### config.mk
export PLATFORM = sky130hd
export DESIGN_NAME = unaligned_reader
export DESIGN_NICKNAME = d
export VERILOG_FILES = /design/src/source/dma_cfg_pkg.sv /design/src/source/apb_map_pkg.sv /design/src/source/word_stream_if.sv /design/src/source/apb_regs.sv /design/src/source/word_fetcher.sv /design/src/source/burst_align.sv /design/src/source/unaligned_reader.sv
export SDC_FILE = /design/constraint.sdc
export NUM_CORES = 1
export LEC_CHECK = 0
export ABC_AREA = 1
export BUFFER_PORTS_ARGS = -buffer_cell sky130_fd_sc_hd__buf_2
export CORE_UTILIZATION = 49
export DETAILED_ROUTE_END_ITERATION = 8
export GPL_TIMING_DRIVEN = 1
export PLACE_DENSITY = 0.73
export SYNTH_ARGS = -nofsm -noshare
export SYNTH_HDL_FRONTEND = slang
export SYNTH_SLANG_ARGS = --single-unit
### constraint.sdc
create_clock -name clk_i -period 3.85 [get_ports clk_i]
set_input_delay 0.5775 -clock clk_i [delete_from_list [all_inputs] [get_ports clk_i]]
set_output_delay 0.5775 -clock clk_i [all_outputs]
set_load 0.01 [all_outputs]
### src/source/dma_cfg_pkg.sv
package dma_cfg_pkg;

    // Memory word
    localparam int DATA_W = 32;
    localparam int BYTES_W = DATA_W / 8;
    localparam int OFFSET_W = $clog2(BYTES_W); // Byte lane select

    // Job description
    localparam int ADDR_W = 16; // Byte address
    localparam int LEN_W = 8;   // Length in whole words

    typedef logic [DATA_W-1:0] word_t;
    typedef logic [ADDR_W-1:0] addr_t;
    typedef logic [OFFSET_W-1:0] offset_t;
    typedef logic [LEN_W-1:0] len_t;

endpackage

### src/source/apb_map_pkg.sv
package apb_map_pkg;

    localparam int APB_ADDR_W = 4;

    // Register offsets
    localparam logic [APB_ADDR_W-1:0] REG_SRC_ADDR = 4'h0;
    localparam logic [APB_ADDR_W-1:0] REG_LEN = 4'h4;
    localparam logic [APB_ADDR_W-1:0] REG_CTRL = 4'h8;
    localparam logic [APB_ADDR_W-1:0] REG_STATUS = 4'hC;

    localparam int CTRL_START_BIT = 0;

    // Status bits
    localparam int STATUS_BUSY_BIT = 0;
    localparam int STATUS_DONE_BIT = 1;

endpackage

### src/source/word_stream_if.sv
interface word_stream_if;

    logic start;                 // One cycle at job start
    dma_cfg_pkg::offset_t offset; // Held for the whole job
    logic valid;
    dma_cfg_pkg::word_t data;
    logic last;                  // Final response of the job

    modport fetch (
        output start,
        output offset,
        output valid,
        output data,
        output last
    );

    modport align (
        input start,
        input offset,
        input valid,
        input data,
        input last
    );

endinterface

### src/source/apb_regs.sv
module apb_regs (
    input  logic                                clk_i,
    input  logic                                rst_i,
    input  logic                                psel_i,
    input  logic                                penable_i,
    input  logic                                pwrite_i,
    input  logic [apb_map_pkg::APB_ADDR_W-1:0]  paddr_i,
    input  dma_cfg_pkg::word_t                  pwdata_i,
    output dma_cfg_pkg::word_t                  prdata_o,
    output logic                                job_start_o,
    output dma_cfg_pkg::addr_t                  job_addr_o,
    output dma_cfg_pkg::len_t                   job_len_o,
    input  logic                                job_done_i,
    output logic                                done_o
);

    dma_cfg_pkg::addr_t src_addr_q;
    dma_cfg_pkg::len_t len_q;
    logic busy;
    logic done;
    logic wr_en;
    logic start_req;

    assign wr_en = psel_i & penable_i & pwrite_i; // Access phase only

    // Start while busy is dropped here
    assign start_req = wr_en && (paddr_i == apb_map_pkg::REG_CTRL)
                       && pwdata_i[apb_map_pkg::CTRL_START_BIT] && !busy;

    always_ff @(posedge clk_i or posedge rst_i) begin
        if (rst_i) begin
            src_addr_q <= '0;
            len_q <= '0;
            busy <= 1'b0;
            done <= 1'b0;
            job_start_o <= 1'b0;
        end else begin
            job_start_o <= 1'b0;

            if (wr_en && paddr_i == apb_map_pkg::REG_SRC_ADDR)
                src_addr_q <= pwdata_i[dma_cfg_pkg::ADDR_W-1:0];
            if (wr_en && paddr_i == apb_map_pkg::REG_LEN)
                len_q <= pwdata_i[dma_cfg_pkg::LEN_W-1:0];

            if (job_done_i) begin
                busy <= 1'b0;
                done <= 1'b1;
            end

            if (start_req) begin
                // Zero length finishes on the spot
                done <= (len_q == '0);
                busy <= (len_q != '0);
                job_start_o <= (len_q != '0);
            end
        end
    end

    always_comb begin
        prdata_o = '0;
        case (paddr_i)
            apb_map_pkg::REG_SRC_ADDR: prdata_o = dma_cfg_pkg::word_t'(src_addr_q);
            apb_map_pkg::REG_LEN:      prdata_o = dma_cfg_pkg::word_t'(len_q);
            apb_map_pkg::REG_STATUS: begin
                prdata_o[apb_map_pkg::STATUS_BUSY_BIT] = busy;
                prdata_o[apb_map_pkg::STATUS_DONE_BIT] = done;
            end
            default: prdata_o = '0; // Control reads back as zero
        endcase
    end

    assign job_addr_o = src_addr_q;
    assign job_len_o = len_q;
    assign done_o = done;

    // Aligner may only finish a job that was started here
    a_done_only_when_busy: assert property (
        @(posedge clk_i) disable iff (rst_i) job_done_i |-> busy
    );

endmodule

### src/source/word_fetcher.sv
module word_fetcher (
    input  logic                clk_i,
    input  logic                rst_i,
    input  logic                job_start_i,
    input  dma_cfg_pkg::addr_t  job_addr_i,
    input  dma_cfg_pkg::len_t   job_len_i,
    output logic                mem_req_o,
    output dma_cfg_pkg::addr_t  mem_addr_o,
    input  logic                mem_gnt_i,
    input  logic                mem_rvalid_i,
    input  dma_cfg_pkg::word_t  mem_rdata_i,
    word_stream_if.fetch        stream
);

    // One extra bit, K can be LEN + 1
    logic [dma_cfg_pkg::LEN_W:0] word_cnt;
    logic [dma_cfg_pkg::LEN_W:0] req_left;
    logic [dma_cfg_pkg::LEN_W:0] rsp_left;
    dma_cfg_pkg::offset_t start_off;
    dma_cfg_pkg::offset_t offset_q;
    dma_cfg_pkg::addr_t req_addr;
    logic start_q;
    logic grant;

    assign start_off = job_addr_i[dma_cfg_pkg::OFFSET_W-1:0];

    // Unaligned start needs one more word
    assign word_cnt = {1'b0, job_len_i}
                      + {{dma_cfg_pkg::LEN_W{1'b0}}, (start_off != '0)};

    assign mem_req_o = (req_left != '0);
    assign mem_addr_o = req_addr;
    assign grant = mem_req_o & mem_gnt_i;

    always_ff @(posedge clk_i or posedge rst_i) begin
        if (rst_i) begin
            req_left <= '0;
            rsp_left <= '0;
            start_q <= 1'b0;
        end else begin
            start_q <= job_start_i;
            if (job_start_i) begin
                req_left <= word_cnt;
                rsp_left <= word_cnt;
            end else begin
                if (grant)
                    req_left <= req_left - 1'b1;
                if (mem_rvalid_i && rsp_left != '0)
                    rsp_left <= rsp_left - 1'b1;
            end
        end
    end

    always_ff @(posedge clk_i) begin
        if (job_start_i) begin
            req_addr <= {job_addr_i[dma_cfg_pkg::ADDR_W-1:dma_cfg_pkg::OFFSET_W],
                         {dma_cfg_pkg::OFFSET_W{1'b0}}};
            offset_q <= start_off;
        end else if (grant) begin
            req_addr <= req_addr + dma_cfg_pkg::addr_t'(dma_cfg_pkg::BYTES_W);
        end
    end

    // Start goes out with the first request, ahead of any response
    assign stream.start = start_q;
    assign stream.offset = offset_q;
    assign stream.valid = mem_rvalid_i;
    assign stream.data = mem_rdata_i;
    assign stream.last = mem_rvalid_i && (rsp_left == 'd1);

    // Granted minus answered is rsp_left - req_left
    a_rsp_needs_outstanding: assert property (
        @(posedge clk_i) disable iff (rst_i) mem_rvalid_i |-> (rsp_left > req_left)
    );

endmodule

### src/source/burst_align.sv
module burst_align (
    input  logic                clk_i,
    input  logic                rst_i,
    word_stream_if.align        stream,
    output dma_cfg_pkg::word_t  out_data_o,
    output logic                out_valid_o,
    output logic                job_done_o
);

    dma_cfg_pkg::word_t stored_data;
    logic [2*dma_cfg_pkg::DATA_W-1:0] joined;
    logic have_prev; // Stored word belongs to this job
    logic in_job;
    logic flush;
    logic zero_off;

    assign zero_off = (stream.offset == '0);

    // New word above the stored one, window starts at the byte offset
    assign joined = {stream.data, stored_data};
    assign out_data_o = joined[{stream.offset, 3'b000} +: dma_cfg_pkg::DATA_W];

    assign out_valid_o = (in_job & have_prev & stream.valid) | flush;

    // Aligned jobs end on the flush, others on the last response
    assign job_done_o = flush | (stream.valid & stream.last & ~zero_off);

    always_ff @(posedge clk_i or posedge rst_i) begin
        if (rst_i) begin
            have_prev <= 1'b0;
            in_job <= 1'b0;
            flush <= 1'b0;
        end else begin
            flush <= stream.valid & stream.last & zero_off;

            if (stream.start) begin
                in_job <= 1'b1;
                have_prev <= 1'b0;
            end

            if (stream.valid) begin
                have_prev <= 1'b1;
                if (stream.last)
                    in_job <= 1'b0;
            end
        end
    end

    always_ff @(posedge clk_i) begin
        if (stream.valid)
            stored_data <= stream.data;
    end

    // Fetcher must announce the job before data shows up
    a_valid_after_start: assert property (
        @(posedge clk_i) disable iff (rst_i) stream.valid |-> in_job
    );

endmodule

### src/source/unaligned_reader.sv
module unaligned_reader (
    input  logic                                clk_i,
    input  logic                                rst_i,

    // APB slave
    input  logic                                psel_i,
    input  logic                                penable_i,
    input  logic                                pwrite_i,
    input  logic [apb_map_pkg::APB_ADDR_W-1:0]  paddr_i,
    input  dma_cfg_pkg::word_t                  pwdata_i,
    output dma_cfg_pkg::word_t                  prdata_o,

    // Memory read port
    output logic                                mem_req_o,
    output dma_cfg_pkg::addr_t                  mem_addr_o,
    input  logic                                mem_gnt_i,
    input  logic                                mem_rvalid_i,
    input  dma_cfg_pkg::word_t                  mem_rdata_i,

    // Output stream, no ready
    output dma_cfg_pkg::word_t                  out_data_o,
    output logic                                out_valid_o,
    output logic                                done_o
);

    logic job_start;
    dma_cfg_pkg::addr_t job_addr;
    dma_cfg_pkg::len_t job_len;
    logic job_done;

    word_stream_if u_stream ();

    apb_regs u_regs (
        .clk_i       (clk_i),
        .rst_i       (rst_i),
        .psel_i      (psel_i),
        .penable_i   (penable_i),
        .pwrite_i    (pwrite_i),
        .paddr_i     (paddr_i),
        .pwdata_i    (pwdata_i),
        .prdata_o    (prdata_o),
        .job_start_o (job_start),
        .job_addr_o  (job_addr),
        .job_len_o   (job_len),
        .job_done_i  (job_done),
        .done_o      (done_o)
    );

    word_fetcher u_fetcher (
        .clk_i        (clk_i),
        .rst_i        (rst_i),
        .job_start_i  (job_start),
        .job_addr_i   (job_addr),
        .job_len_i    (job_len),
        .mem_req_o    (mem_req_o),
        .mem_addr_o   (mem_addr_o),
        .mem_gnt_i    (mem_gnt_i),
        .mem_rvalid_i (mem_rvalid_i),
        .mem_rdata_i  (mem_rdata_i),
        .stream       (u_stream.fetch)
    );

    burst_align u_align (
        .clk_i       (clk_i),
        .rst_i       (rst_i),
        .stream      (u_stream.align),
        .out_data_o  (out_data_o),
        .out_valid_o (out_valid_o),
        .job_done_o  (job_done)
    );

endmodule

==> summary.md <==
| Metric | Value |
|---|---|
| FMAX | `380 MHz` |
| CTS tree | `yes` |
| Share of cells above drive strength 1 | `21.4%` |
| Tot Pwr | `3.18 mW` |
| Crit path launch type | `flip-flop` |
| CP Cell Sequence | `buf_4 > inv_1 > a21oi_1 > o21ai_0 > o21ai_0 > buf_2` |
| Wire per inst | `14.5 µm` |
| XOR/XNOR Fraction of Synth Area | `0.618%` |
| IO Pins | `158` |
| R2r setup slk | `1.96 ns` |
| Final wirelength | `13.7 mm` |
| CORE AREA | `11100 µm²` |
| Worst VDD drop | `0.000246 V` |
| Worst Hold Depth | `1` |
| Worst-path fanout max | `51` |
| DRT Pass-1 Iters | `5` |
| WHS | `0.409 ns` |
| Critical Path Slowest Stage Cell | `buf_4` |
| Number of synthesized flops with an enable pin | `48` |
| Fin. Hold Viols | `0` |
| Outcome | `finished clean` |
| Row cnt | `38` |
| Clock skew | `0.00999 ns` |
| Total GRT Usage | `23.5%` |
| Slew margin rel. | `30.6%` |
| Post-synth cell types | `35` |
| Via count | `5132` |
| Final worst-path cycle share | `68.4%` |
| # port buffers | `123` |
| FF/Latch Area | `2670 µm²` |
| Synthesized flop and latch total | `97` |
| Final core area utilization | `59.0%` |
| Worst-case reg-to-reg path depth | `5` |
| Via count of the first global-routing pass | `4509` |
| Ys async rst share | `50.5%` |
| Initial antenna violation count | `1` |
| Synth Area in Compound Gates | `15.2%` |
| Post-route ant nets | `0` |
| Ant diodes | `0` |
| Main combinational cell family by area after synthesis | `simple AND/OR/NAND/NOR gates` |
| Max Cap Viol | `0` |
| Post-Synth Simple-Gate Area | `23.5%` |
| Worst Max-Slew Pin Slew | `1.04 ns` |
| Initial Util | `51.2%` |
| YS warnings | `0` |
| GR Overflow Total | `0` |
| Post-CTS Setup Inserts | `0` |
| Crit Reg-Reg Endpoint | `u_fetcher.req_left[1]` |
| Slew Viols, Final | `0` |
| Worst path most repeated cell | `o21ai_0` |
| HP Start | `mem_rdata_i[27]` |
| Adder-cell share of the synthesized area | `1.54%` |
| Gates resized, CTS repair | `0` |
| Clock transition at path regs | `0.07 ns` |
| Largest net degree at the start of global routing | `52` |
| P&R area growth vs syn | `15.2%` |
| Required time of the critical path | `3.27 ns` |
| Fill cell count | `1001` |
| Hold path endpoint | `u_align.stored_data[27]` |
| Crit path capture type | `primary output` |
| Leakage | `3.22 nW` |
| Worst-skew pair later-pin latency | `0.34 ns` |
| Setup Viol. Count Final | `0` |
| Top delay family on crit path | `buffers and inverters` |
| CTS Hold Bufs | `0` |
| Max incr delay on CP | `0.39 ns` |
| Mean Syn Cell Area | `8.21 µm²` |
| Layout Nets | `879` |
| Clk root buf | `clkbuf_16` |
| Routability Congestion | `0.884` |
| 1st-iter DRT viols | `325` |
| Top_reg_cell synth | `dfrtp_1` |
| Mux share of post-synthesis cell area | `1.41%` |
| WP buf/inv | `3` |
| Fraction of the yosys area taken by sequential cells | `47.0%` |
| Tmin final | `2.63 ns` |
| Syn Inst Count | `691` |
| # DRC | `0` |
| Worst Path Arrival | `2.06 ns` |
| Die Wd | `110 µm` |
| Multi-input logic area | `2460 µm²` |
| Clock Path Buffers | `2` |
| RR Startpoint | `u_regs.job_start_o` |
| H-tree lvl count | `3` |
| Mapped cell area | `5670 µm²` |
| First-pass GRT wire length | `21.6 mm` |
| Hold Crit Class | `input port to flip-flop` |
| RSZ-0062 raised after global routing | `no` |
| Die Area | `12000 µm²` |
| DP HPWL | `9.95 mm` |
| Cts bufs inserted | `9` |
| Post-Route Setup TNS | `0 ns` |
| Die height | `110 µm` |
| Critical path type | `flip-flop to primary output` |
| Power Dens Cells | `486 nW/µm²` |
| Clock sink count | `97` |
| Drt via density | `5.45` |
[cell usage after synthesis (6+ instances only)]
library cell / n / area (µm²)
nor2_4: 7 / 78.8
buf_2: 20 / 100
ha_1: 7 / 87.6
o22ai_1: 16 / 100
nand4_1: 13 / 81.3
a21oi_1: 35 / 175
dfrtp_1: 49 / 1230
mux2i_1: 8 / 80.1
clkbuf_1: 6 / 22.5
nand2_4: 6 / 67.6
o21ai_1: 20 / 100
a22oi_1: 12 / 90.1
nor3_1: 6 / 30.0
buf_4: 21 / 158
nor2_1: 60 / 225
edfxtp_1: 48 / 1440
nand2_1: 142 / 533
nand3_1: 45 / 225
o21ai_0: 63 / 315
inv_1: 77 / 289
inv_2: 6 / 22.5
[routing by layer]
metal / track usage, % / part of all wire [%] / vias to the layer above
met5: 0 / 0.066 / -
met4: 7.24 / 1.3 / 2
met3: 4.03 / 7.3 / 18
met2: 39.6 / 48 / 231
met1: 30.9 / 43 / 2387
li1: - / - / 2494
[sequential cells by signal (all words and copies together) (netlist names)]
register and cells:
u_align.stored_data 32, u_regs.job_addr_o 16, u_align.flush 1, u_align.have_prev 1, u_regs.done_o 1, u_regs.job_len_o 8, u_fetcher.stream.offset 2, u_fetcher.stream.start 1
u_regs.busy 1, u_fetcher.rsp_left 9, u_fetcher.req_left 9, u_regs.job_start_o 1, u_fetcher.mem_addr_o 14, u_align.in_job 1
[logic make-up after synthesis]
family	count (synthesis)
other	1
AND/OR/NAND/NOR	287
XOR/XNOR	4
flip-flops	97
buffers and inverters	131
multiplexers	8
AO/OA/AOI/OAI	156
adder cells (fa/ha/maj)	7
[layout by cell type (no fill, tap or decap), drive strengths merged, types with 12 or more instances in the layout]
cell      n
buf     126
a21oi    35
a22oi    12
nand3    46
o21ai    86
nand4    15
inv      83
nor2     70
nand2   150
conb     18
dfrtp    49
edfxtp   48
o22ai    16
[power breakdown]
part | switching (mW) | internal [mW]
Clock | 0.377 | 0.454
Combinational | 0.574 | 0.331
Sequential | 0.150 | 1.29
Total | 1.10 | 2.08
[per-stage QoR]
| stage | worst slack (ns) | cell area, µm² | instances |
|---|---|---|---|
| floorplan | 2.00 | 5740 | 708 |
| global placement | 1.60 | 6260 | 926 |
| detailed placement | 1.57 | 6260 | 926 |
| CTS | 1.22 | 6530 | 942 |
| global route | 1.05 | 6530 | 942 |
| finish | 1.22 | 6530 | 942 |
[worst max-delay path by stage]
stage | startpoint | to | cells after the start
after global routing | u_fetcher.stream.offset[1] | out_data_o[22] | 6
after floorplan | paddr_i[1] | prdata_o[3] | 4
after detailed placement | paddr_i[1] | prdata_o[0] | 5
final | u_fetcher.stream.offset[1] | out_data_o[21] | 6
after global placement | paddr_i[1] | prdata_o[0] | 5
after CTS | u_fetcher.stream.offset[1] | out_data_o[21] | 6
[final cells by class]
cell class	instances	area share, %
inverters	83	4.77
clock buffers	11	3.72
clock inverters	5	0.479
repair buffers	126	9.77
well taps	140	2.68
multi-input cells	480	37.7
flip-flops and latches	97	40.8
No activity file was read; power rests on OpenSTA's default activity.
